**src/soc_cfg_pkg.sv**
```systemverilog
package soc_cfg_pkg;

   ////////////////////////////////
   // System sizing defaults
   ////////////////////////////////

   // Memory word width in bits
   localparam int word_bits_c = 32;

   // Number of words in the command memory
   localparam int mem_words_c = 16;

   // sysclk cycles per UART bit
   localparam int baud_div_c = 8;

   // Cycles of internal reset after the external one goes away
   localparam int reset_hold_c = 16;

   // Entries per byte FIFO, enough for one full read reply
   localparam int fifo_depth_c = 4;

endpackage

```
**src/cmd_pkg.sv**
```systemverilog
package cmd_pkg;

   ////////////////////////////////
   // Data types
   ////////////////////////////////

   // One UART character
   typedef logic [7:0] byte_t;

   // Memory word, sent as four bytes LSB first
   typedef logic [31:0] word_t;

   ////////////////////////////////
   // Host command opcodes
   ////////////////////////////////

   // 'W' then address, then four data bytes
   localparam byte_t op_write_c = 8'h57;

   // 'R' then address, four bytes come back
   localparam byte_t op_read_c = 8'h52;

endpackage

```
**src/por_reset.sv**
```systemverilog
`timescale 1ns/1ps

module por_reset #(
   parameter int RESET_HOLD = 16
) (
   input  logic sysclk,
   input  logic reset,
   output logic sys_reset
);

   localparam int CW = $clog2(RESET_HOLD + 1);

   logic [CW-1:0] hold_cnt;

   // Counts up once reset is gone and then sticks
   always_ff @(posedge sysclk or posedge reset) begin
      if (reset) begin
         hold_cnt  <= '0;
         sys_reset <= 1'b1;
      end else begin
         if (hold_cnt != CW'(RESET_HOLD)) begin
            hold_cnt <= hold_cnt + 1'b1;
         end
         sys_reset <= (hold_cnt != CW'(RESET_HOLD));
      end
   end

endmodule

```
**src/uart_rx.sv**
```systemverilog
`timescale 1ns/1ps

module uart_rx import cmd_pkg::*; #(
   parameter int BAUD_DIV = 8
) (
   input  logic  sysclk,
   input  logic  reset,
   input  logic  rxd,
   output byte_t rx_byte,
   output logic  rx_valid
);

   localparam int CW = $clog2(BAUD_DIV + 1);

   typedef enum logic [1:0] {
      rx_idle,
      rx_start,
      rx_data,
      rx_stop
   } rx_state_t;

   rx_state_t     state;
   logic [1:0]    rx_sync;
   logic [CW-1:0] baud_cnt;
   logic [2:0]    bit_cnt;
   byte_t         shift_q;

   wire rx_s = rx_sync[1];

   // Line idles high
   always_ff @(posedge sysclk or posedge reset) begin
      if (reset) begin
         rx_sync <= 2'b11;
      end else begin
         rx_sync <= {rx_sync[0], rxd};
      end
   end

   always_ff @(posedge sysclk or posedge reset) begin
      if (reset) begin
         state    <= rx_idle;
         baud_cnt <= '0;
         bit_cnt  <= '0;
         rx_valid <= 1'b0;
      end else begin
         rx_valid <= 1'b0;
         unique case (state)
            rx_idle: begin
               if (!rx_s) begin
                  state    <= rx_start;
                  baud_cnt <= CW'(BAUD_DIV / 2 - 1);
               end
            end
            rx_start: begin
               if (baud_cnt != '0) begin
                  baud_cnt <= baud_cnt - 1'b1;
               end else if (!rx_s) begin
                  // Still low at mid start bit
                  state    <= rx_data;
                  baud_cnt <= CW'(BAUD_DIV - 1);
                  bit_cnt  <= '0;
               end else begin
                  state <= rx_idle;
               end
            end
            rx_data: begin
               if (baud_cnt != '0) begin
                  baud_cnt <= baud_cnt - 1'b1;
               end else begin
                  baud_cnt <= CW'(BAUD_DIV - 1);
                  bit_cnt  <= bit_cnt + 1'b1;
                  if (bit_cnt == 3'd7) begin
                     state <= rx_stop;
                  end
               end
            end
            rx_stop: begin
               if (baud_cnt != '0) begin
                  baud_cnt <= baud_cnt - 1'b1;
               end else begin
                  // Framing error drops the byte
                  rx_valid <= rx_s;
                  state    <= rx_idle;
               end
            end
            default: state <= rx_idle;
         endcase
      end
   end

   // LSB arrives first
   always_ff @(posedge sysclk) begin
      if (state == rx_data && baud_cnt == '0) begin
         shift_q <= {rx_s, shift_q[7:1]};
      end
   end

   assign rx_byte = shift_q;

endmodule

```
**src/uart_tx.sv**
```systemverilog
`timescale 1ns/1ps

module uart_tx import cmd_pkg::*; #(
   parameter int BAUD_DIV = 8
) (
   input  logic  sysclk,
   input  logic  reset,
   input  byte_t tx_byte,
   input  logic  tx_empty,
   output logic  tx_pop,
   output logic  txd
);

   localparam int CW = $clog2(BAUD_DIV + 1);

   logic          busy;
   logic [9:0]    frame_q;
   logic [CW-1:0] baud_cnt;
   logic [3:0]    bit_cnt;

   // Take the next byte as soon as the line is free
   assign tx_pop = !busy && !tx_empty;

   always_ff @(posedge sysclk or posedge reset) begin
      if (reset) begin
         busy     <= 1'b0;
         frame_q  <= '1;
         baud_cnt <= '0;
         bit_cnt  <= '0;
      end else if (tx_pop) begin
         // Stop, data, start
         frame_q  <= {1'b1, tx_byte, 1'b0};
         busy     <= 1'b1;
         baud_cnt <= CW'(BAUD_DIV - 1);
         bit_cnt  <= '0;
      end else if (busy) begin
         if (baud_cnt != '0) begin
            baud_cnt <= baud_cnt - 1'b1;
         end else begin
            // Ones shift in, so the line rests high afterwards
            frame_q  <= {1'b1, frame_q[9:1]};
            baud_cnt <= CW'(BAUD_DIV - 1);
            bit_cnt  <= bit_cnt + 1'b1;
            if (bit_cnt == 4'd9) begin
               busy <= 1'b0;
            end
         end
      end
   end

   assign txd = frame_q[0];

endmodule

```
**src/byte_fifo.sv**
```systemverilog
`timescale 1ns/1ps

module byte_fifo import cmd_pkg::*; #(
   parameter int DEPTH = 4
) (
   input  logic  sysclk,
   input  logic  reset,
   input  byte_t wr_data,
   input  logic  push,
   input  logic  pop,
   output byte_t rd_data,
   output logic  empty,
   output logic  full
);

   localparam int AW = (DEPTH > 1) ? $clog2(DEPTH) : 1;
   localparam int NW = $clog2(DEPTH + 1);

   byte_t         mem [DEPTH];
   logic [AW-1:0] wr_ptr;
   logic [AW-1:0] rd_ptr;
   logic [NW-1:0] count;

   wire do_push = push && !full;
   wire do_pop  = pop && !empty;

   always_ff @(posedge sysclk or posedge reset) begin
      if (reset) begin
         wr_ptr <= '0;
         rd_ptr <= '0;
         count  <= '0;
      end else begin
         if (do_push) begin
            wr_ptr <= (wr_ptr == AW'(DEPTH - 1)) ? '0 : wr_ptr + 1'b1;
         end
         if (do_pop) begin
            rd_ptr <= (rd_ptr == AW'(DEPTH - 1)) ? '0 : rd_ptr + 1'b1;
         end
         if (do_push != do_pop) begin
            count <= do_push ? count + 1'b1 : count - 1'b1;
         end
      end
   end

   always_ff @(posedge sysclk) begin
      if (do_push) begin
         mem[wr_ptr] <= wr_data;
      end
   end

   // Head is visible while not empty
   assign rd_data = mem[rd_ptr];
   assign empty   = (count == '0);
   assign full    = (count == NW'(DEPTH));

endmodule

```
**src/word_ram.sv**
```systemverilog
`timescale 1ns/1ps

module word_ram import cmd_pkg::*; #(
   parameter int WORDS = 16
) (
   input  logic                     sysclk,
   input  logic                     reset,
   input  logic                     we,
   input  logic [$clog2(WORDS)-1:0] addr,
   input  word_t                    wdata,
   output word_t                    rdata
);

   word_t mem [WORDS];

   // Contents start at zero after every reset
   always_ff @(posedge sysclk or posedge reset) begin
      if (reset) begin
         for (int i = 0; i < WORDS; i++) begin
            mem[i] <= '0;
         end
      end else if (we) begin
         mem[addr] <= wdata;
      end
   end

   assign rdata = mem[addr];

endmodule

```
**src/cmd_ctrl.sv**
```systemverilog
`timescale 1ns/1ps

module cmd_ctrl import cmd_pkg::*; #(
   parameter int WORDS = 16
) (
   input  logic                     sysclk,
   input  logic                     reset,
   input  byte_t                    cmd_byte,
   input  logic                     cmd_empty,
   output logic                     cmd_pop,
   output logic                     mem_we,
   output logic [$clog2(WORDS)-1:0] mem_addr,
   output word_t                    mem_wdata,
   input  word_t                    mem_rdata,
   output byte_t                    rep_byte,
   output logic                     rep_push,
   input  logic                     rep_full,
   output logic                     trap
);

   localparam int AW = $clog2(WORDS);

   typedef enum logic [3:0] {
      st_opcode,
      st_addr,
      st_data0,
      st_data1,
      st_data2,
      st_data3,
      st_reply0,
      st_reply1,
      st_reply2,
      st_reply3
   } ctrl_state_t;

   ctrl_state_t   state;
   logic          is_read;
   logic [AW-1:0] addr_q;
   word_t         wdata_q;
   word_t         rd_word;

   wire in_reply = (state == st_reply0) || (state == st_reply1) ||
                   (state == st_reply2) || (state == st_reply3);

   ////////////////////////////////
   // Strobes
   ////////////////////////////////

   // Command bytes are taken in every non-reply state
   assign cmd_pop  = !in_reply && !cmd_empty;
   assign rep_push = in_reply && !rep_full;

   // Byte 0 comes straight from the RAM, the rest from the latch
   always_comb begin
      unique case (state)
         st_reply1: rep_byte = rd_word[15:8];
         st_reply2: rep_byte = rd_word[23:16];
         st_reply3: rep_byte = rd_word[31:24];
         default:   rep_byte = mem_rdata[7:0];
      endcase
   end

   ////////////////////////////////
   // Command FSM
   ////////////////////////////////

   always_ff @(posedge sysclk or posedge reset) begin
      if (reset) begin
         state   <= st_opcode;
         is_read <= 1'b0;
         addr_q  <= '0;
         mem_we  <= 1'b0;
         trap    <= 1'b0;
      end else begin
         mem_we <= 1'b0;
         unique case (state)
            st_opcode: begin
               if (cmd_pop) begin
                  if (cmd_byte == op_write_c || cmd_byte == op_read_c) begin
                     is_read <= (cmd_byte == op_read_c);
                     state   <= st_addr;
                  end else begin
                     // Illegal opcode is dropped
                     trap <= 1'b1;
                  end
               end
            end
            st_addr: begin
               if (cmd_pop) begin
                  // Upper address bits alias
                  addr_q <= cmd_byte[AW-1:0];
                  state  <= is_read ? st_reply0 : st_data0;
               end
            end
            st_data0: if (cmd_pop) state <= st_data1;
            st_data1: if (cmd_pop) state <= st_data2;
            st_data2: if (cmd_pop) state <= st_data3;
            st_data3: begin
               if (cmd_pop) begin
                  mem_we <= 1'b1;
                  state  <= st_opcode;
               end
            end
            st_reply0: if (rep_push) state <= st_reply1;
            st_reply1: if (rep_push) state <= st_reply2;
            st_reply2: if (rep_push) state <= st_reply3;
            st_reply3: if (rep_push) state <= st_opcode;
            default: state <= st_opcode;
         endcase
      end
   end

   // Write word, LSB first
   always_ff @(posedge sysclk) begin
      if (cmd_pop) begin
         unique case (state)
            st_data0: wdata_q[7:0]   <= cmd_byte;
            st_data1: wdata_q[15:8]  <= cmd_byte;
            st_data2: wdata_q[23:16] <= cmd_byte;
            st_data3: wdata_q[31:24] <= cmd_byte;
            default: ;
         endcase
      end
   end

   always_ff @(posedge sysclk) begin
      if (state == st_reply0) begin
         rd_word <= mem_rdata;
      end
   end

   assign mem_addr  = addr_q;
   assign mem_wdata = wdata_q;

endmodule

```
**src/top_system.sv**
```systemverilog
`timescale 1ns/1ps

module top_system import soc_cfg_pkg::*; import cmd_pkg::*; #(
   parameter int BAUD_DIV   = baud_div_c,
   parameter int RESET_HOLD = reset_hold_c,
   parameter int DEPTH      = fifo_depth_c,
   parameter int WORDS      = mem_words_c
) (
   input  logic sysclk,
   input  logic reset,
   input  logic uart_rxd,
   output logic uart_txd,
   output logic trap
);

   logic                     sys_reset;
   byte_t                    rx_byte;
   logic                     rx_valid;
   byte_t                    cmd_byte;
   logic                     cmd_empty;
   logic                     rd_en;
   logic                     mem_we;
   logic [$clog2(WORDS)-1:0] mem_addr;
   word_t                    mem_wdata;
   word_t                    mem_rdata;
   byte_t                    rep_byte;
   logic                     push;
   logic                     rep_full;
   byte_t                    tx_byte;
   logic                     tx_empty;
   logic                     tx_pop;

   // Held reset for everything below
   por_reset #(.RESET_HOLD(RESET_HOLD)) i_por_reset (
      .sysclk    (sysclk),
      .reset     (reset),
      .sys_reset (sys_reset)
   );

   ////////////////////////////////
   // Host side
   ////////////////////////////////

   uart_rx #(.BAUD_DIV(BAUD_DIV)) i_uart_rx (
      .sysclk   (sysclk),
      .reset    (sys_reset),
      .rxd      (uart_rxd),
      .rx_byte  (rx_byte),
      .rx_valid (rx_valid)
   );

   byte_fifo #(.DEPTH(DEPTH)) rx_fifo (
      .sysclk  (sysclk),
      .reset   (sys_reset),
      .wr_data (rx_byte),
      .push    (rx_valid),
      .pop     (rd_en),
      .rd_data (cmd_byte),
      .empty   (cmd_empty),
      .full    ()
   );

   byte_fifo #(.DEPTH(DEPTH)) tx_fifo (
      .sysclk  (sysclk),
      .reset   (sys_reset),
      .wr_data (rep_byte),
      .push    (push),
      .pop     (tx_pop),
      .rd_data (tx_byte),
      .empty   (tx_empty),
      .full    (rep_full)
   );

   uart_tx #(.BAUD_DIV(BAUD_DIV)) i_uart_tx (
      .sysclk   (sysclk),
      .reset    (sys_reset),
      .tx_byte  (tx_byte),
      .tx_empty (tx_empty),
      .tx_pop   (tx_pop),
      .txd      (uart_txd)
   );

   ////////////////////////////////
   // Command engine
   ////////////////////////////////

   word_ram #(.WORDS(WORDS)) i_word_ram (
      .sysclk (sysclk),
      .reset  (sys_reset),
      .we     (mem_we),
      .addr   (mem_addr),
      .wdata  (mem_wdata),
      .rdata  (mem_rdata)
   );

   cmd_ctrl #(.WORDS(WORDS)) i_cmd_ctrl (
      .sysclk    (sysclk),
      .reset     (sys_reset),
      .cmd_byte  (cmd_byte),
      .cmd_empty (cmd_empty),
      .cmd_pop   (rd_en),
      .mem_we    (mem_we),
      .mem_addr  (mem_addr),
      .mem_wdata (mem_wdata),
      .mem_rdata (mem_rdata),
      .rep_byte  (rep_byte),
      .rep_push  (push),
      .rep_full  (rep_full),
      .trap      (trap)
   );

endmodule

```
**config.mk**
```make
export PLATFORM = sky130hd
export DESIGN_NAME = top_system
export DESIGN_NICKNAME = d
export VERILOG_FILES = /design/src/soc_cfg_pkg.sv /design/src/cmd_pkg.sv /design/src/por_reset.sv /design/src/uart_rx.sv /design/src/uart_tx.sv /design/src/byte_fifo.sv /design/src/word_ram.sv /design/src/cmd_ctrl.sv /design/src/top_system.sv
export SDC_FILE = /design/constraint.sdc
export NUM_CORES = 1
export LEC_CHECK = 0
export BUFFER_PORTS_ARGS = -buffer_cell sky130_fd_sc_hd__buf_2
export CAP_MARGIN = 20
export CORE_ASPECT_RATIO = 0.75
export CORE_MARGIN = 2
export CORE_UTILIZATION = 60
export DETAILED_ROUTE_END_ITERATION = 8
export GPL_ROUTABILITY_DRIVEN = 0
export HOLD_SLACK_MARGIN = 0.03
export MAX_ROUTING_LAYER = met4
export PLACE_DENSITY = 0.8
export SETUP_SLACK_MARGIN = 0.1
export SKIP_LAST_GASP = 1
export SLEW_MARGIN = 40
export SYNTH_ARGS = -nofsm -noshare
export SYNTH_HDL_FRONTEND = slang
export SYNTH_SLANG_ARGS = --single-unit
```
**constraint.sdc**
```tcl
create_clock -name sysclk -period 25.8 [get_ports sysclk]
set_input_delay 3.87 -clock sysclk [delete_from_list [all_inputs] [get_ports sysclk]]
set_output_delay 3.87 -clock sysclk [all_outputs]
set_load 0.01 [all_outputs]
```
Word level (Yosys, flattened, before mapping). Memory sizes are Yosys's and may differ from the RTL's. Index checks and enable logic that the tools add are counted.

Flip-flop bits (word level): 646. Bits in writable memories: 64. Bits of input ports: 3. Output and inout bits: 2. Word-level logic and storage cells: 212. Memories: 2.

Memory list: rx_fifo.mem (depth 4, bits a word 8, read ports 1, clocked after memory_dff 0, write ports 1, RTL line byte_fifo.sv:19) `byte_t mem [DEPTH];`; tx_fifo.mem (depth 4, bits a word 8, read ports 1, clocked after memory_dff 0, write ports 1, RTL line byte_fifo.sv:19).

Add/sub/neg operators: 13. Order comparisons: 2. Equality and inequality tests: 45. Multiplexer cells: 64. Bitwise logic cells: 2. Reduce and logical (&&, ||, !) cells: 40.

Operators with widths (number): 512-bit bitwise mux (1); 32-bit binary-select mux with 4-bit select (1); 32-bit demux with 4-bit select (1); 32-bit two-way mux (3); 4-bit two-way mux (22); 4-bit one-hot mux with 10 select lines (1); 2-bit inequality test, second input constant (16); 10-bit two-way mux (3); 8-bit one-hot mux with 3 select lines (1); 2-bit two-way mux (10); 3-bit two-way mux (6); 4-bit by 3-bit == test with 1-bit output, second input constant (4); 8-bit by 7-bit == test with 1-bit output, second input constant (2); 4-bit one-hot mux with 4 select lines (1); 2-bit == test, second input constant (6); 4-bit == test, second input constant (3); 1-bit two-way mux (12); 2-bit AND reduction (6); 11-bit AND reduction (1); 3-bit by 1-bit adder with 3-bit output, second input constant (3); 3-bit == test, second input constant (3); 1-bit logical AND (9); 3-bit AND reduction (3); 2-bit by 1-bit adder with 2-bit output, second input constant (4); 26 further kinds (44).

Depth between registers and ports, before layout. Gate-level depths: netlist (run 1).

Word-level depth: 8. Depth in mapped cells: 8. Mapped depth without buffers: 7.

By module. A second synthesis (run 1) with hierarchy kept.

Cell total of the unflattened synthesis: 1960. Area, all modules: 31219.9 um^2.

Modules (own cells, without submodules): word_ram (times used 1, cells an instance 1411, area each 22955.8 um^2, sequential area each 12812.3 um^2); byte_fifo (times used 2, cells an instance 98, area each 1684.1 um^2, sequential area each 1136.1 um^2); cmd_ctrl (times used 1, cells an instance 169, area each 2713.9 um^2, sequential area each 1956.9 um^2); uart_rx (times used 1, cells an instance 78, area each 960.9 um^2, sequential area each 543.0 um^2); uart_tx (times used 1, cells an instance 83, area each 934.6 um^2, sequential area each 461.7 um^2); por_reset (times used 1, cells an instance 23, area each 286.5 um^2, sequential area each 151.4 um^2).

Worst setup path after synthesis (run 1). No wires, ideal clock.

Kind: register to output. Start: reg i_uart_tx.frame_q[0]. End: out uart_txd. Data arrival time: 0.529 ns. Data required time: 21.930 ns. Path slack: 21.401 ns. Cell stages (with the launch flop): 1. Path buffers: 0. Cell sequence: dfstp_2.

RTL lines: start: declaration (RTL line uart_tx.sv:17) `logic [9:0] frame_q;`; start signal: assignment (RTL line uart_tx.sv:32) `frame_q <= {1'b1, tx_byte, 1'b0};`; start signal: assignment (RTL line uart_tx.sv:41) `frame_q <= {1'b1, frame_q[9:1]};`; end: declaration (RTL line top_system.sv:12) `output logic uart_txd,`.

No word-level cell between the ends.

Worst setup path after layout (run 1).
Start: reg i_uart_tx.frame_q[0]. End: out uart_txd.

No word-level cell between the ends.

==> results of run 1 <==
-- per-stage QoR --
stage	hold slack (ns)	area [um2]	total power (uW)
floorplan	0.345	30600	2620
global placement	0.415	31200	2860
detailed placement	0.415	31300	2950
CTS	0.425	33500	3930
global route	0.368	33500	4110
finish	0.316	33500	3920
-- registers in the layout, indices dropped and copies added (netlist names), 3 cells and up, named ones only --
name	count
i_cmd_ctrl.mem_wdata	32
tx_fifo.count	3
rx_fifo.count	3
i_uart_rx.baud_cnt	4
i_uart_rx.rx_byte	8
i_por_reset.hold_cnt	5
rx_fifo.mem	32
i_uart_tx.baud_cnt	4
i_uart_tx.bit_cnt	4
i_uart_tx.frame_q	9
i_cmd_ctrl.mem_addr	4
i_cmd_ctrl.state	4
i_cmd_ctrl.rd_word	24
i_uart_rx.bit_cnt	3
i_word_ram.mem	512
tx_fifo.mem	32
-- final cells by class --
class / count / area, um2 / area share [%]
tap: 657 / 822 / 2.45
timing repair buffer: 39 / 337 / 1.00
clock inverter: 17 / 203 / 0.605
antenna: 3 / 7.51 / 0.0224
inverter: 31 / 129 / 0.385
clock buffer: 102 / 1970 / 5.89
sequential: 701 / 18200 / 54.4
multi-input combinational: 965 / 11800 / 35.3
-- cell usage after synthesis (10+ instances only) --
| master | instances |
|---|---|
| sky130_fd_sc_hd__ha_1 | 23 |
| sky130_fd_sc_hd__dfrtp_1 | 561 |
| sky130_fd_sc_hd__nor2_1 | 33 |
| sky130_fd_sc_hd__mux2i_1 | 11 |
| sky130_fd_sc_hd__nand2_1 | 33 |
| sky130_fd_sc_hd__nor3_1 | 10 |
| sky130_fd_sc_hd__edfxtp_1 | 128 |
| sky130_fd_sc_hd__clkbuf_1 | 80 |
| sky130_fd_sc_hd__inv_1 | 31 |
| sky130_fd_sc_hd__buf_1 | 23 |
| sky130_fd_sc_hd__buf_2 | 35 |
| sky130_fd_sc_hd__dfstp_2 | 12 |
| sky130_fd_sc_hd__mux4_2 | 171 |
| sky130_fd_sc_hd__o21ai_0 | 30 |
| sky130_fd_sc_hd__mux2_2 | 517 |
-- power by group --
part	leakage, uW	internal [uW]	switching (uW)
Clock	0.00106	569	410
Combinational	0.00493	633	477
Sequential	0.00885	1550	280
Total	0.0148	2750	1170
-- path summary, 6_finish.rpt --
| kind | to | start |
|---|---|---|
| worst max register to register | i_word_ram.mem[140]$_DFFE_PP0P_ | i_cmd_ctrl.mem_addr[1]$_DFFE_PP0P_ |
| max in group asynchronous | i_por_reset.sys_reset$_DFF_PP1_ | reset |
| worst min-delay path | i_word_ram.mem[441]$_DFFE_PP0P_ | i_por_reset.sys_reset$_DFF_PP1_ |
| worst min register to register | i_word_ram.mem[441]$_DFFE_PP0P_ | i_por_reset.sys_reset$_DFF_PP1_ |
| min in group sysclk | i_uart_rx.rx_sync[1]$_DFF_PP1_ | i_uart_rx.rx_sync[0]$_DFF_PP1_ |
| worst max-delay path | uart_txd | i_uart_tx.frame_q[0]$_DFFE_PP1P_ |
-- kinds of logic (layout without fill, tap and decap cells) --
logic type                 Yosys count  after routing  synth area share [%]
DFF                                701            701                  59.5
muxes                              712            712                  32.7
other                                0              3                     0
xor gates and xnor gates            16             16                 0.458
buffers and inverters              171            189                  2.30
and+or+nand+nor                    133            133                  2.28
AOI/OAI and AO/OA                   79             79                  1.71
adders and majority gates           25             25                  1.07
-- layout by cell type (no fill, tap or decap), drive strengths merged, types with 12 or more instances in the layout --
cell    Yosys  routed
dfstp      12      12
dfrtp     561     561
clkinv      0      12
mux2      525     525
inv        31      31
o21ai      30      30
nand2      33      33
edfxtp    128     128
clkbuf     81     103
ha         23      23
buf        59      38
mux4      176     176
nor2       33      33
-- per-layer routing --
metal | vias up | global-route usage (%)
met5 | - | -
met4 | 0 | 8.73
met3 | 132 | 6.70
met2 | 501 | 42.5
met1 | 8869 | 37.5
li1 | 6832 | -
==> impl_metrics.xml, run 1 <==
<?xml version="1.0" encoding="UTF-8"?>
<metrics>
  <group name="outcome">
    <metric name="run_status" unit="">completed</metric>
  </group>
  <group name="grt">
    <metric name="grt_start_max_net_pins" unit="">110</metric>
    <metric name="first_global_vias" unit="">17300</metric>
    <metric name="grt_pass1_wl" unit="mm">105</metric>
    <metric name="grt_remaining_overflow" unit="">0</metric>
    <metric name="antenna_violations_before_repair" unit="">4</metric>
    <metric name="grtUsageTotal" unit="%">27.8</metric>
  </group>
  <group name="clock_network">
    <metric name="tritoncts" unit="">built</metric>
    <metric name="clkSinkCount" unit="">701</metric>
    <metric name="insertion_delay_of_the_later_clocked_pin_in_the_worst_skew_pair" unit="ns">0.59</metric>
    <metric name="post-cts-setup-buffers" unit="">0</metric>
    <metric name="numCtsBuffers" unit="">66</metric>
    <metric name="ctsHoldBuffers" unit="">0</metric>
    <metric name="clkTransAtPathRegs" unit="ns">0.06</metric>
    <metric name="clock_tree.htree_level_count" unit="">3</metric>
    <metric name="clockRootBuffer" unit="">sky130_fd_sc_hd__clkbuf_16</metric>
    <metric name="ctsResizeCount" unit="">0</metric>
    <metric name="clock_path_buffers" unit="">3</metric>
  </group>
  <group name="detailed_routing">
    <metric name="detailedRoute.firstPassIterationCount" unit="">5</metric>
    <metric name="first_iter_violations" unit="">1364</metric>
    <metric name="remaining_drc_errors" unit="">0</metric>
    <metric name="met2_length" unit="mm">32.0</metric>
    <metric name="detail_route.wl_per_cell" unit="um">26.9</metric>
    <metric name="detailroute.via_count" unit="">16300</metric>
    <metric name="met3_layer_wire_length_in_the_routed_design" unit="mm">4.95</metric>
    <metric name="route.detailed.vias_per_inst" unit="">6.49</metric>
    <metric name="drt-total-wl" unit="mm">67.8</metric>
    <metric name="wl_met1" unit="mm">29.0</metric>
    <metric name="drt.antenna.violating_nets" unit="">0</metric>
    <metric name="routed.top_layer" unit="">met4</metric>
  </group>
  <group name="timing">
    <metric name="fmax" unit="MHz">196</metric>
    <metric name="worst_slack" unit="ns">20.70</metric>
    <metric name="transition_time_at_the_pin_with_the_least_slew_margin" unit="ns">0.842</metric>
    <metric name="maxSlewViolCount" unit="">0</metric>
    <metric name="timing.final.setup_violations" unit="">0</metric>
    <metric name="rsz_0062_raised_after_global_routing" unit="">no</metric>
    <metric name="setup-tns-final" unit="ns">0</metric>
    <metric name="post-route-period-util" unit="%">19.8</metric>
    <metric name="slew_headroom" unit="%">43.7</metric>
    <metric name="timing_hold_violations_final" unit="">0</metric>
    <metric name="min_period" unit="ns">5.10</metric>
    <metric name="final.setup_skew" unit="ns">0.0330</metric>
  </group>
  <group name="floorplan">
    <metric name="die-height" unit="um">200</metric>
    <metric name="dieArea" unit="um2">52800</metric>
    <metric name="num_io_pins" unit="">5</metric>
    <metric name="initial_utilization" unit="%">60.8</metric>
    <metric name="core.rowCount" unit="">71</metric>
    <metric name="coreArea" unit="um2">50300</metric>
    <metric name="chipWidth" unit="um">265</metric>
  </group>
  <group name="setup_path">
    <metric name="timing.critical_path.slowest_stage_cell" unit="">sky130_fd_sc_hd__dfstp_2</metric>
    <metric name="cp.buffers_inverters" unit="">1</metric>
    <metric name="crit_cells" unit="">1</metric>
    <metric name="worst-path-max-fanout" unit="">2</metric>
    <metric name="worstRegToRegCells" unit="">6</metric>
    <metric name="worst-endpoint-arrival" unit="ns">1.23</metric>
    <metric name="reg2reg_setup_slack" unit="ns">22.03</metric>
    <metric name="cpPeakStageDelay" unit="ns">0.53</metric>
    <metric name="crit_chain" unit="">buf_2</metric>
    <metric name="worst_ep_required_time" unit="ns">21.93</metric>
    <metric name="timing.setup.critical_path_class" unit="">flip-flop to primary output</metric>
    <metric name="timing.critical_path.max_delay_family" unit="">flip-flops</metric>
    <metric name="setup.worst_path.end_class" unit="">primary output</metric>
    <metric name="critical_path.startpoint_type" unit="">flip-flop</metric>
  </group>
  <group name="logic_synthesis">
    <metric name="most_used_flip_flop_cell_after_synthesis" unit="">sky130_fd_sc_hd__dfrtp_1</metric>
    <metric name="ys_async_sr_fraction" unit="%">81.7</metric>
    <metric name="synth_area_leaders" unit="">sky130_fd_sc_hd__dfrtp_1 46%, sky130_fd_sc_hd__mux2_2 19%, sky130_fd_sc_hd__mux4_2 13%</metric>
    <metric name="yosysTopAreaCell" unit="">sky130_fd_sc_hd__dfrtp_1</metric>
    <metric name="synthesis.yosys.warnings" unit="">0</metric>
    <metric name="syn_inst" unit="">1837</metric>
    <metric name="synthesis.area" unit="um2">30600</metric>
    <metric name="synth.yosys.seq_area_share" unit="%">59.5</metric>
    <metric name="yosys_register_bits" unit="">701</metric>
    <metric name="average_footprint_of_a_synthesized_cell" unit="um2">16.7</metric>
    <metric name="net_count_of_the_mapped_netlist" unit="">1865</metric>
    <metric name="netlist.area_leader.share" unit="%">45.9</metric>
    <metric name="synth_enable_flop_cells" unit="">128</metric>
    <metric name="ys_types" unit="">57</metric>
  </group>
  <group name="min_path">
    <metric name="min_path_type" unit="">flip-flop to asynchronous set/reset pin</metric>
  </group>
  <group name="place">
    <metric name="dpl.cell_count" unit="">2393</metric>
    <metric name="place_hpwl" unit="mm">39.4</metric>
    <metric name="place.port_buffers" unit="">4</metric>
    <metric name="dp_slack" unit="ns">21.30</metric>
  </group>
  <group name="power">
    <metric name="cellLeakagePower" unit="uW">0.0148</metric>
    <metric name="pwr_density_cell" unit="nW/um2">117</metric>
    <metric name="vdd_drop_max" unit="uV">83.4</metric>
  </group>
  <group name="finish">
    <metric name="final_layout_size_suffix_gt1_share" unit="%">46.8</metric>
    <metric name="stdcell_count" unit="">2515</metric>
    <metric name="utilization" unit="%">66.6</metric>
    <metric name="final.fill_count" unit="">3266</metric>
    <metric name="fin_nets" unit="">1832</metric>
    <metric name="synthToLayoutAreaGrowth" unit="%">9.48</metric>
  </group>
  <group name="job">
    <metric name="max_cap_check_violation_count" unit="">0</metric>
  </group>
</metrics>
No activity file was read; power rests on OpenSTA's default activity.
==> run 2: changes to the inputs <==
--- a/config.mk
+++ b/config.mk
@@ -9,12 +9,12 @@
 export CAP_MARGIN = 20
 export CORE_ASPECT_RATIO = 0.75
 export CORE_MARGIN = 2
-export CORE_UTILIZATION = 60
+export CORE_UTILIZATION = 57
 export DETAILED_ROUTE_END_ITERATION = 8
 export GPL_ROUTABILITY_DRIVEN = 0
 export HOLD_SLACK_MARGIN = 0.03
 export MAX_ROUTING_LAYER = met4
-export PLACE_DENSITY = 0.8
+export PLACE_DENSITY = 0.79
 export SETUP_SLACK_MARGIN = 0.1
 export SKIP_LAST_GASP = 1
 export SLEW_MARGIN = 40
==> constraint.sdc (replaced) <==
create_clock -name sysclk -period 4.65 [get_ports sysclk]
set_input_delay 0.6975 -clock sysclk [delete_from_list [all_inputs] [get_ports sysclk]]
set_output_delay 0.6975 -clock sysclk [all_outputs]
set_load 0.01 [all_outputs]
==> run 2 against run 1 <==
  * Cell area up 0.89%
  * Die area up 5.2%
  * Register-to-register slack worse by 20 ns
  * Highest routed layer unchanged
==> impl_metrics.xml, run 2 (synthesis gave the netlist of run 1 again) <==
<?xml version="1.0" encoding="UTF-8"?>
<metrics>
  <group name="clock_network">
    <metric name="insertion_delay_of_the_later_clocked_pin_in_the_worst_skew_pair" unit="ns">0.60</metric>
    <metric name="clkSinkCount" unit="">701</metric>
    <metric name="clkTransAtPathRegs" unit="ns">0.06</metric>
    <metric name="ctsResizeCount" unit="">0</metric>
    <metric name="clockRootBuffer" unit="">sky130_fd_sc_hd__clkbuf_16</metric>
    <metric name="ctsHoldBuffers" unit="">1</metric>
    <metric name="numCtsBuffers" unit="">66</metric>
    <metric name="clock_path_buffers" unit="">3</metric>
    <metric name="clock_tree.htree_level_count" unit="">3</metric>
    <metric name="tritoncts" unit="">built</metric>
    <metric name="post-cts-setup-buffers" unit="">0</metric>
  </group>
  <group name="floorplan">
    <metric name="dieArea" unit="um2">55600</metric>
    <metric name="num_io_pins" unit="">5</metric>
    <metric name="coreArea" unit="um2">53000</metric>
    <metric name="chipWidth" unit="um">272</metric>
    <metric name="core.rowCount" unit="">73</metric>
    <metric name="initial_utilization" unit="%">57.7</metric>
    <metric name="die-height" unit="um">205</metric>
  </group>
  <group name="job">
    <metric name="max_cap_check_violation_count" unit="">0</metric>
  </group>
  <group name="place">
    <metric name="place_hpwl" unit="mm">39.9</metric>
    <metric name="dpl.cell_count" unit="">2458</metric>
    <metric name="place.port_buffers" unit="">4</metric>
  </group>
  <group name="timing">
    <metric name="post-route-period-util" unit="%">65.8</metric>
    <metric name="final.setup_skew" unit="ns">0.0278</metric>
    <metric name="timing_hold_violations_final" unit="">0</metric>
    <metric name="maxSlewViolCount" unit="">0</metric>
    <metric name="min_period" unit="ns">3.06</metric>
    <metric name="hold_ws" unit="ns">0.202</metric>
    <metric name="timing.final.setup_violations" unit="">0</metric>
    <metric name="slew_headroom" unit="%">41.1</metric>
    <metric name="fmax" unit="MHz">327</metric>
    <metric name="rsz_0062_raised_after_global_routing" unit="">no</metric>
    <metric name="transition_time_at_the_pin_with_the_least_slew_margin" unit="ns">0.884</metric>
  </group>
  <group name="finish">
    <metric name="fin_nets" unit="">1843</metric>
    <metric name="final_layout_size_suffix_gt1_share" unit="%">47.2</metric>
    <metric name="diodes" unit="">0</metric>
    <metric name="mostFrequentLayoutCell" unit="">sky130_fd_sc_hd__dfrtp_1</metric>
    <metric name="register_with_the_most_flip_flops" unit="">i_word_ram.mem</metric>
    <metric name="final.fill_count" unit="">3668</metric>
    <metric name="multi_input_comb_area" unit="um2">11800</metric>
    <metric name="layout.cells.most_common_list" unit="">556 x sky130_fd_sc_hd__dfrtp_1, 517 x sky130_fd_sc_hd__mux2_2, 171 x sky130_fd_sc_hd__mux4_2</metric>
    <metric name="register_area" unit="um2">18200</metric>
    <metric name="max_ffs_per_register" unit="">512</metric>
    <metric name="synthToLayoutAreaGrowth" unit="%">10.5</metric>
    <metric name="stdcell_count" unit="">2576</metric>
  </group>
  <group name="outcome">
    <metric name="run_status" unit="">completed</metric>
  </group>
  <group name="setup_path">
    <metric name="timing.setup.critical_path_class" unit="">flip-flop to flip-flop</metric>
    <metric name="worstRegToRegCells" unit="">4</metric>
    <metric name="setup.worst_path.end_class" unit="">flip-flop</metric>
    <metric name="critical_path.startpoint_type" unit="">flip-flop</metric>
    <metric name="crit_chain" unit="">nand2b_1 &gt; nand2b_2 &gt; buf_4 &gt; mux2_2</metric>
    <metric name="timing.critical_path.slowest_stage_cell" unit="">sky130_fd_sc_hd__dfrtp_4</metric>
    <metric name="cpPeakStageDelay" unit="ns">0.89</metric>
    <metric name="worst-path-max-fanout" unit="">44</metric>
    <metric name="worst-endpoint-arrival" unit="ns">3.53</metric>
    <metric name="worst_ep_required_time" unit="ns">5.12</metric>
  </group>
  <group name="detailed_routing">
    <metric name="detailedRoute.firstPassIterationCount" unit="">5</metric>
    <metric name="drt-total-wl" unit="mm">67.0</metric>
    <metric name="route.detailed.vias_per_inst" unit="">6.36</metric>
    <metric name="first_iter_violations" unit="">1493</metric>
    <metric name="detailroute.via_count" unit="">16400</metric>
    <metric name="remaining_drc_errors" unit="">0</metric>
    <metric name="detail_route.wl_per_cell" unit="um">26.0</metric>
    <metric name="drt.antenna.violating_nets" unit="">0</metric>
  </group>
  <group name="grt">
    <metric name="grt_start_max_net_pins" unit="">128</metric>
    <metric name="grt_remaining_overflow" unit="">0</metric>
    <metric name="grtUsageTotal" unit="%">26.0</metric>
    <metric name="globalRouteMet3Util" unit="%">5.81</metric>
    <metric name="grt_pass1_wl" unit="mm">106</metric>
    <metric name="first_global_vias" unit="">17500</metric>
    <metric name="busiest_layer" unit="">met2</metric>
    <metric name="antenna_violations_before_repair" unit="">0</metric>
    <metric name="met2_usage" unit="%">38.3</metric>
    <metric name="globalRouteMet1Util" unit="%">36.7</metric>
  </group>
  <group name="power">
    <metric name="pwr_density_cell" unit="nW/um2">648</metric>
    <metric name="vdd_drop_max" unit="uV">367</metric>
    <metric name="cellLeakagePower" unit="uW">0.0150</metric>
  </group>
  <group name="min_path">
    <metric name="hold-path-cell-count" unit="">1</metric>
    <metric name="min_path_type" unit="">input port to flip-flop</metric>
  </group>
</metrics>
[run 2: changes by cell type in the layout (fill, tap and decap cells not counted), moves of 3 or more]
cell	delta
sky130_fd_sc_hd__bufinv_16	+4
sky130_fd_sc_hd__clkbuf_1	-9
sky130_fd_sc_hd__buf_12	+6
sky130_fd_sc_hd__clkinv_1	+3
sky130_fd_sc_hd__diode_2	-3
sky130_fd_sc_hd__buf_4	+5
[run 2: stage by stage]
stage                     util (%)  power [uW]  instance area [um2]  setup WS [ns]  setup TNS [ns]
after detailed placement      59.5       16300                31500           1.56               0
after floorplan                  -       14500                30600          -3.43        -1922.12
after global placement        59.4       15900                31500           1.59               0
after CTS                     63.8       22000                33800           1.57               0
after global routing          63.8       22900                33800           1.46               0
final                         63.8       21900                33800           1.59               0
[run 2: metal layers]
metal	routed length, um	vias to the layer above
met4	2000	0
met2	30900	527
met5	0	-
met1	29200	8835
met3	4890	149
li1	-	6865
[run 2: final cells by class]
| class | instances | share of cell area [%] |
|---|---|---|
| Sequential cell | 701 | 53.9 |
| Clock buffer | 91 | 5.62 |
| Multi-Input combinational cell | 965 | 35.0 |
| Inverter | 31 | 0.355 |
| Tap cell | 712 | 2.64 |
| Timing Repair Buffer | 50 | 1.55 |
| Clock inverter | 26 | 1.00 |
[run 2: path summary, 6_finish.rpt]
path / slack (ns) / endpoint / start
setup / recovery: 1.59 / i_word_ram.mem[455]$_DFFE_PP0P_ / i_cmd_ctrl.mem_addr[1]$_DFFE_PP0P_
max in group asynchronous: 3.09 / i_word_ram.mem[197]$_DFFE_PP0P_ / i_por_reset.sys_reset$_DFF_PP1_
min in group asynchronous: 0.28 / i_uart_rx.state[0]$_DFFE_PP0P_ / i_por_reset.sys_reset$_DFF_PP1_
hold / removal: 0.20 / i_uart_rx.rx_sync[0]$_DFF_PP1_ / uart_rxd
hold reg to reg: 0.28 / i_uart_rx.state[0]$_DFFE_PP0P_ / i_por_reset.sys_reset$_DFF_PP1_
setup reg to reg: 1.59 / i_word_ram.mem[455]$_DFFE_PP0P_ / i_cmd_ctrl.mem_addr[1]$_DFFE_PP0P_
[run 2: report_power, final]
| part | total (uW) | switching [uW] | internal [uW] | leakage (uW) |
|---|---|---|---|---|
| combinational | 6050 | 2510 | 3540 | 0.00502 |
| clock | 5600 | 2300 | 3310 | 0.00110 |
| sequential | 10200 | 1640 | 8600 | 0.00885 |
[run 2: critical path, delay by kind of cell, from the launching register on]
kind | cells | cell delay (ns)
AND/OR/NAND/NOR | 2 | 1.18
buffers and inverters | 1 | 0.44
flip-flops | 1 | 0.89
multiplexers | 1 | 0.38
==> run 3: changes to the inputs <==
--- a/config.mk
+++ b/config.mk
@@ -5,6 +5,7 @@
 export SDC_FILE = /design/constraint.sdc
 export NUM_CORES = 1
 export LEC_CHECK = 0
+export ABC_AREA = 1
 export BUFFER_PORTS_ARGS = -buffer_cell sky130_fd_sc_hd__buf_2
 export CAP_MARGIN = 20
 export CORE_ASPECT_RATIO = 0.75
==> constraint.sdc (replaced) <==
create_clock -name sysclk -period 2.8 [get_ports sysclk]
set_input_delay 0.42 -clock sysclk [delete_from_list [all_inputs] [get_ports sysclk]]
set_output_delay 0.42 -clock sysclk [all_outputs]
set_load 0.01 [all_outputs]
==> run 3 against run 2 <==
  * Clock power rose by 49%
  * Worst setup slack got worse by 1.2 ns
  * Area after synthesis fell by 3.8%
  * Largest cell class unchanged
  * First-iteration DRC count rose by 110%
  * Final cell count rose by 44%
  * Sequential share of layout area rose by 2.3 points
  * Global-route usage rose by 4.6 points
==> impl_metrics.xml, run 3 <==
<?xml version="1.0" encoding="UTF-8"?>
<metrics>
  <group name="logic_synthesis">
    <metric name="synth.top_cells.by_count" unit="">661 x sky130_fd_sc_hd__nand2_1, 561 x sky130_fd_sc_hd__dfrtp_1, 331 x sky130_fd_sc_hd__nor2_1</metric>
    <metric name="netlist.area_leader.share" unit="%">47.7</metric>
    <metric name="synthMostInstantiatedCell" unit="">sky130_fd_sc_hd__nand2_1</metric>
    <metric name="syn_inst" unit="">3036</metric>
    <metric name="most_used_flip_flop_cell_after_synthesis" unit="">sky130_fd_sc_hd__dfrtp_1</metric>
    <metric name="ys_async_sr_fraction" unit="%">81.7</metric>
    <metric name="synthesis.area" unit="um2">29400</metric>
    <metric name="synth.yosys.seq_area_share" unit="%">61.8</metric>
    <metric name="synthesis.yosys.warnings" unit="">0</metric>
    <metric name="yosysTopAreaCell" unit="">sky130_fd_sc_hd__dfrtp_1</metric>
    <metric name="yosys_register_bits" unit="">701</metric>
    <metric name="average_footprint_of_a_synthesized_cell" unit="um2">9.69</metric>
    <metric name="net_count_of_the_mapped_netlist" unit="">3064</metric>
    <metric name="synth_enable_flop_cells" unit="">128</metric>
    <metric name="ys_types" unit="">44</metric>
    <metric name="synth_area_leaders" unit="">sky130_fd_sc_hd__dfrtp_1 48%, sky130_fd_sc_hd__edfxtp_1 13%, sky130_fd_sc_hd__nand2_1 8.4%</metric>
  </group>
  <group name="outcome">
    <metric name="run_status" unit="">completed</metric>
  </group>
  <group name="clock_network">
    <metric name="clock_path_buffers" unit="">3</metric>
    <metric name="insertion_delay_of_the_later_clocked_pin_in_the_worst_skew_pair" unit="ns">0.62</metric>
    <metric name="post-cts-setup-buffers" unit="">0</metric>
    <metric name="clockRootBuffer" unit="">sky130_fd_sc_hd__clkbuf_16</metric>
    <metric name="clkTransAtPathRegs" unit="ns">0.07</metric>
    <metric name="numCtsBuffers" unit="">61</metric>
    <metric name="tritoncts" unit="">built</metric>
    <metric name="clock_tree.htree_level_count" unit="">2</metric>
    <metric name="clkSinkCount" unit="">701</metric>
  </group>
  <group name="power">
    <metric name="swShare" unit="%">36.0</metric>
    <metric name="cellLeakagePower" unit="uW">0.0149</metric>
    <metric name="seq_power_share" unit="%">46.1</metric>
    <metric name="pwr_density_cell" unit="nW/um2">1000</metric>
    <metric name="vdd_drop_max" unit="uV">656</metric>
    <metric name="p_sw" unit="uW">11700</metric>
    <metric name="total_internal_power" unit="uW">20800</metric>
    <metric name="combinationalPowerShare" unit="%">28.1</metric>
    <metric name="power.clock.fraction" unit="%">25.8</metric>
  </group>
  <group name="setup_path">
    <metric name="setup.worst_path.end_class" unit="">flip-flop</metric>
    <metric name="worstRegToRegCells" unit="">12</metric>
    <metric name="worst-path-max-fanout" unit="">21</metric>
    <metric name="timing.setup.critical_path_class" unit="">flip-flop to flip-flop</metric>
    <metric name="critical_path.startpoint_type" unit="">flip-flop</metric>
    <metric name="worst-endpoint-arrival" unit="ns">2.95</metric>
    <metric name="worst_ep_required_time" unit="ns">3.30</metric>
  </group>
  <group name="finish">
    <metric name="final_layout_size_suffix_gt1_share" unit="%">7.79</metric>
    <metric name="max_ffs_per_register" unit="">512</metric>
    <metric name="register_with_the_most_flip_flops" unit="">i_word_ram.mem</metric>
    <metric name="synthToLayoutAreaGrowth" unit="%">9.99</metric>
    <metric name="diodes" unit="">0</metric>
    <metric name="fin_nets" unit="">3008</metric>
    <metric name="final.fill_count" unit="">3875</metric>
    <metric name="utilization" unit="%">63.1</metric>
    <metric name="mostFrequentLayoutCell" unit="">sky130_fd_sc_hd__nand2_1</metric>
    <metric name="layout.cells.most_common_list" unit="">653 x sky130_fd_sc_hd__nand2_1, 560 x sky130_fd_sc_hd__dfrtp_1, 327 x sky130_fd_sc_hd__nor2_1</metric>
  </group>
  <group name="grt">
    <metric name="grtUsageTotal" unit="%">30.6</metric>
    <metric name="first_global_vias" unit="">22800</metric>
    <metric name="grt_pass1_wl" unit="mm">125</metric>
    <metric name="grt_start_max_net_pins" unit="">80</metric>
    <metric name="antenna_violations_before_repair" unit="">0</metric>
    <metric name="grt_remaining_overflow" unit="">0</metric>
  </group>
  <group name="detailed_routing">
    <metric name="drt-total-wl" unit="mm">78.2</metric>
    <metric name="first_iter_violations" unit="">3103</metric>
    <metric name="route.detailed.vias_per_inst" unit="">6.22</metric>
    <metric name="detail_route.wl_per_cell" unit="um">21.1</metric>
    <metric name="drt.antenna.violating_nets" unit="">0</metric>
    <metric name="detailroute.via_count" unit="">23000</metric>
    <metric name="detailedRoute.firstPassIterationCount" unit="">6</metric>
    <metric name="remaining_drc_errors" unit="">0</metric>
  </group>
  <group name="timing">
    <metric name="min_period" unit="ns">2.45</metric>
    <metric name="rsz_0062_raised_after_global_routing" unit="">no</metric>
    <metric name="post-route-period-util" unit="%">87.4</metric>
    <metric name="final.setup_skew" unit="ns">0.0187</metric>
    <metric name="maxSlewViolCount" unit="">0</metric>
    <metric name="timing_hold_violations_final" unit="">0</metric>
    <metric name="transition_time_at_the_pin_with_the_least_slew_margin" unit="ns">0.839</metric>
    <metric name="setup-tns-final" unit="ns">0</metric>
    <metric name="fmax" unit="MHz">408</metric>
    <metric name="slew_headroom" unit="%">43.8</metric>
    <metric name="timing.final.setup_violations" unit="">0</metric>
  </group>
  <group name="place">
    <metric name="place_hpwl" unit="mm">47.2</metric>
    <metric name="place.port_buffers" unit="">4</metric>
  </group>
  <group name="floorplan">
    <metric name="coreArea" unit="um2">51300</metric>
    <metric name="num_io_pins" unit="">5</metric>
    <metric name="die-height" unit="um">201</metric>
    <metric name="core.rowCount" unit="">72</metric>
    <metric name="initial_utilization" unit="%">57.4</metric>
    <metric name="chipWidth" unit="um">266</metric>
    <metric name="dieArea" unit="um2">53500</metric>
  </group>
  <group name="job">
    <metric name="max_cap_check_violation_count" unit="">0</metric>
  </group>
  <group name="min_path">
    <metric name="min_path_type" unit="">input port to asynchronous set/reset pin</metric>
  </group>
</metrics>
## run 3: cell count changes in the layout (fill, tap and decap cells not counted), sizes merged, moves of 248 or more
cell	change
nand2	+632
mux2	-525
nor2	+314
o21ai	+283
a21oi	+255
a22oi	+248
## run 3: cell type report
cell class	instances	area, um2	area share (%)
clock buffer	96	1840	5.69
clock inverter	18	143	0.441
inverter	129	490	1.52
multi-input combinational	1997	9920	30.7
sequential	701	18200	56.2
tap	666	833	2.57
timing repair buffer	90	933	2.88
## run 3: per-layer routing
| layer | up-vias | routed length, um | GRT usage [%] |
|---|---|---|---|
| li1 | 10200 | - | - |
| met5 | - | 0 | - |
| met4 | 0 | 3020 | 10.3 |
| met3 | 212 | 8680 | 6.43 |
| met2 | 1336 | 35500 | 46.2 |
| met1 | 11200 | 31000 | 41.6 |
## run 3: cell families after synthesis
kind of cell,share of synthesized area (%)
AND/OR/NAND/NOR,14.7
AO/OA/AOI/OAI,17.3
XOR/XNOR,0.327
buffers and inverters,4.66
flip-flops,61.8
adder cells (fa/ha/maj),1.11
## run 3: critical path, stage by stage, from the launching register on
cell                      delay, ns
sky130_fd_sc_hd__dfrtp_2       0.56
sky130_fd_sc_hd__inv_2         0.32
sky130_fd_sc_hd__nand2_1       0.13
sky130_fd_sc_hd__nand2_1       0.08
sky130_fd_sc_hd__nand2_1       0.05
sky130_fd_sc_hd__nand2_1       0.46
sky130_fd_sc_hd__nand2_1       0.11
sky130_fd_sc_hd__nand2_1       0.10
sky130_fd_sc_hd__nand3_1       0.11
sky130_fd_sc_hd__nand2_2       0.15
sky130_fd_sc_hd__nand2_1       0.12
sky130_fd_sc_hd__nand2_1       0.10
sky130_fd_sc_hd__nand2_1       0.06
## run 3: final timing paths
kind / slack (ns) / from / endpoint
worst max-delay path: 0.35 / rx_fifo.rd_ptr[0]$_DFFE_PP0P_ / i_cmd_ctrl.state[1]$_DFFE_PP0P_
worst max register to register: 0.35 / rx_fifo.rd_ptr[0]$_DFFE_PP0P_ / i_cmd_ctrl.state[1]$_DFFE_PP0P_
max in group asynchronous: 1.42 / i_por_reset.sys_reset$_DFF_PP1_ / i_word_ram.mem[352]$_DFFE_PP0P_
min in group sysclk: 0.36 / i_uart_rx.rx_sync[0]$_DFF_PP1_ / i_uart_rx.rx_sync[1]$_DFF_PP1_
worst min register to register: 0.36 / i_uart_rx.rx_sync[0]$_DFF_PP1_ / i_uart_rx.rx_sync[1]$_DFF_PP1_
worst min-delay path: 0.26 / reset / i_por_reset.hold_cnt[3]$_DFFE_PP0P_
## run 3: metrics by stage
step / total power, uW / setup slack, ns / std cells / area, um2 / hold slack, ns
global placement: 23300 / 0.394 / 3581 / 30400 / 0.329
CTS: 32300 / 0.250 / 3697 / 32400 / 0.244
floorplan: 20700 / -5.28 / 3036 / 29400 / 0.210
finish: 32500 / 0.352 / 3697 / 32400 / 0.259
global route: 34200 / 0.192 / 3697 / 32400 / 0.287
detailed placement: 23900 / 0.254 / 3581 / 30400 / 0.338
## run 3: what timing repair did
action,CTS,global route
endpoints found under the hold margin,7,0
hold buffers,2,0
setup endpoints to repair,0,5
resized for setup,0,1
## run 3: power groups by stage
stage               registers [uW]  clock network [uW]  logic, uW
floorplan                    14500                   0       6210
global placement             14900                   0       8380
detailed placement           15100                   0       8820
CTS                          14900                8430       8930
global route                 15300                8860      10100
finish                       15000                8370       9140
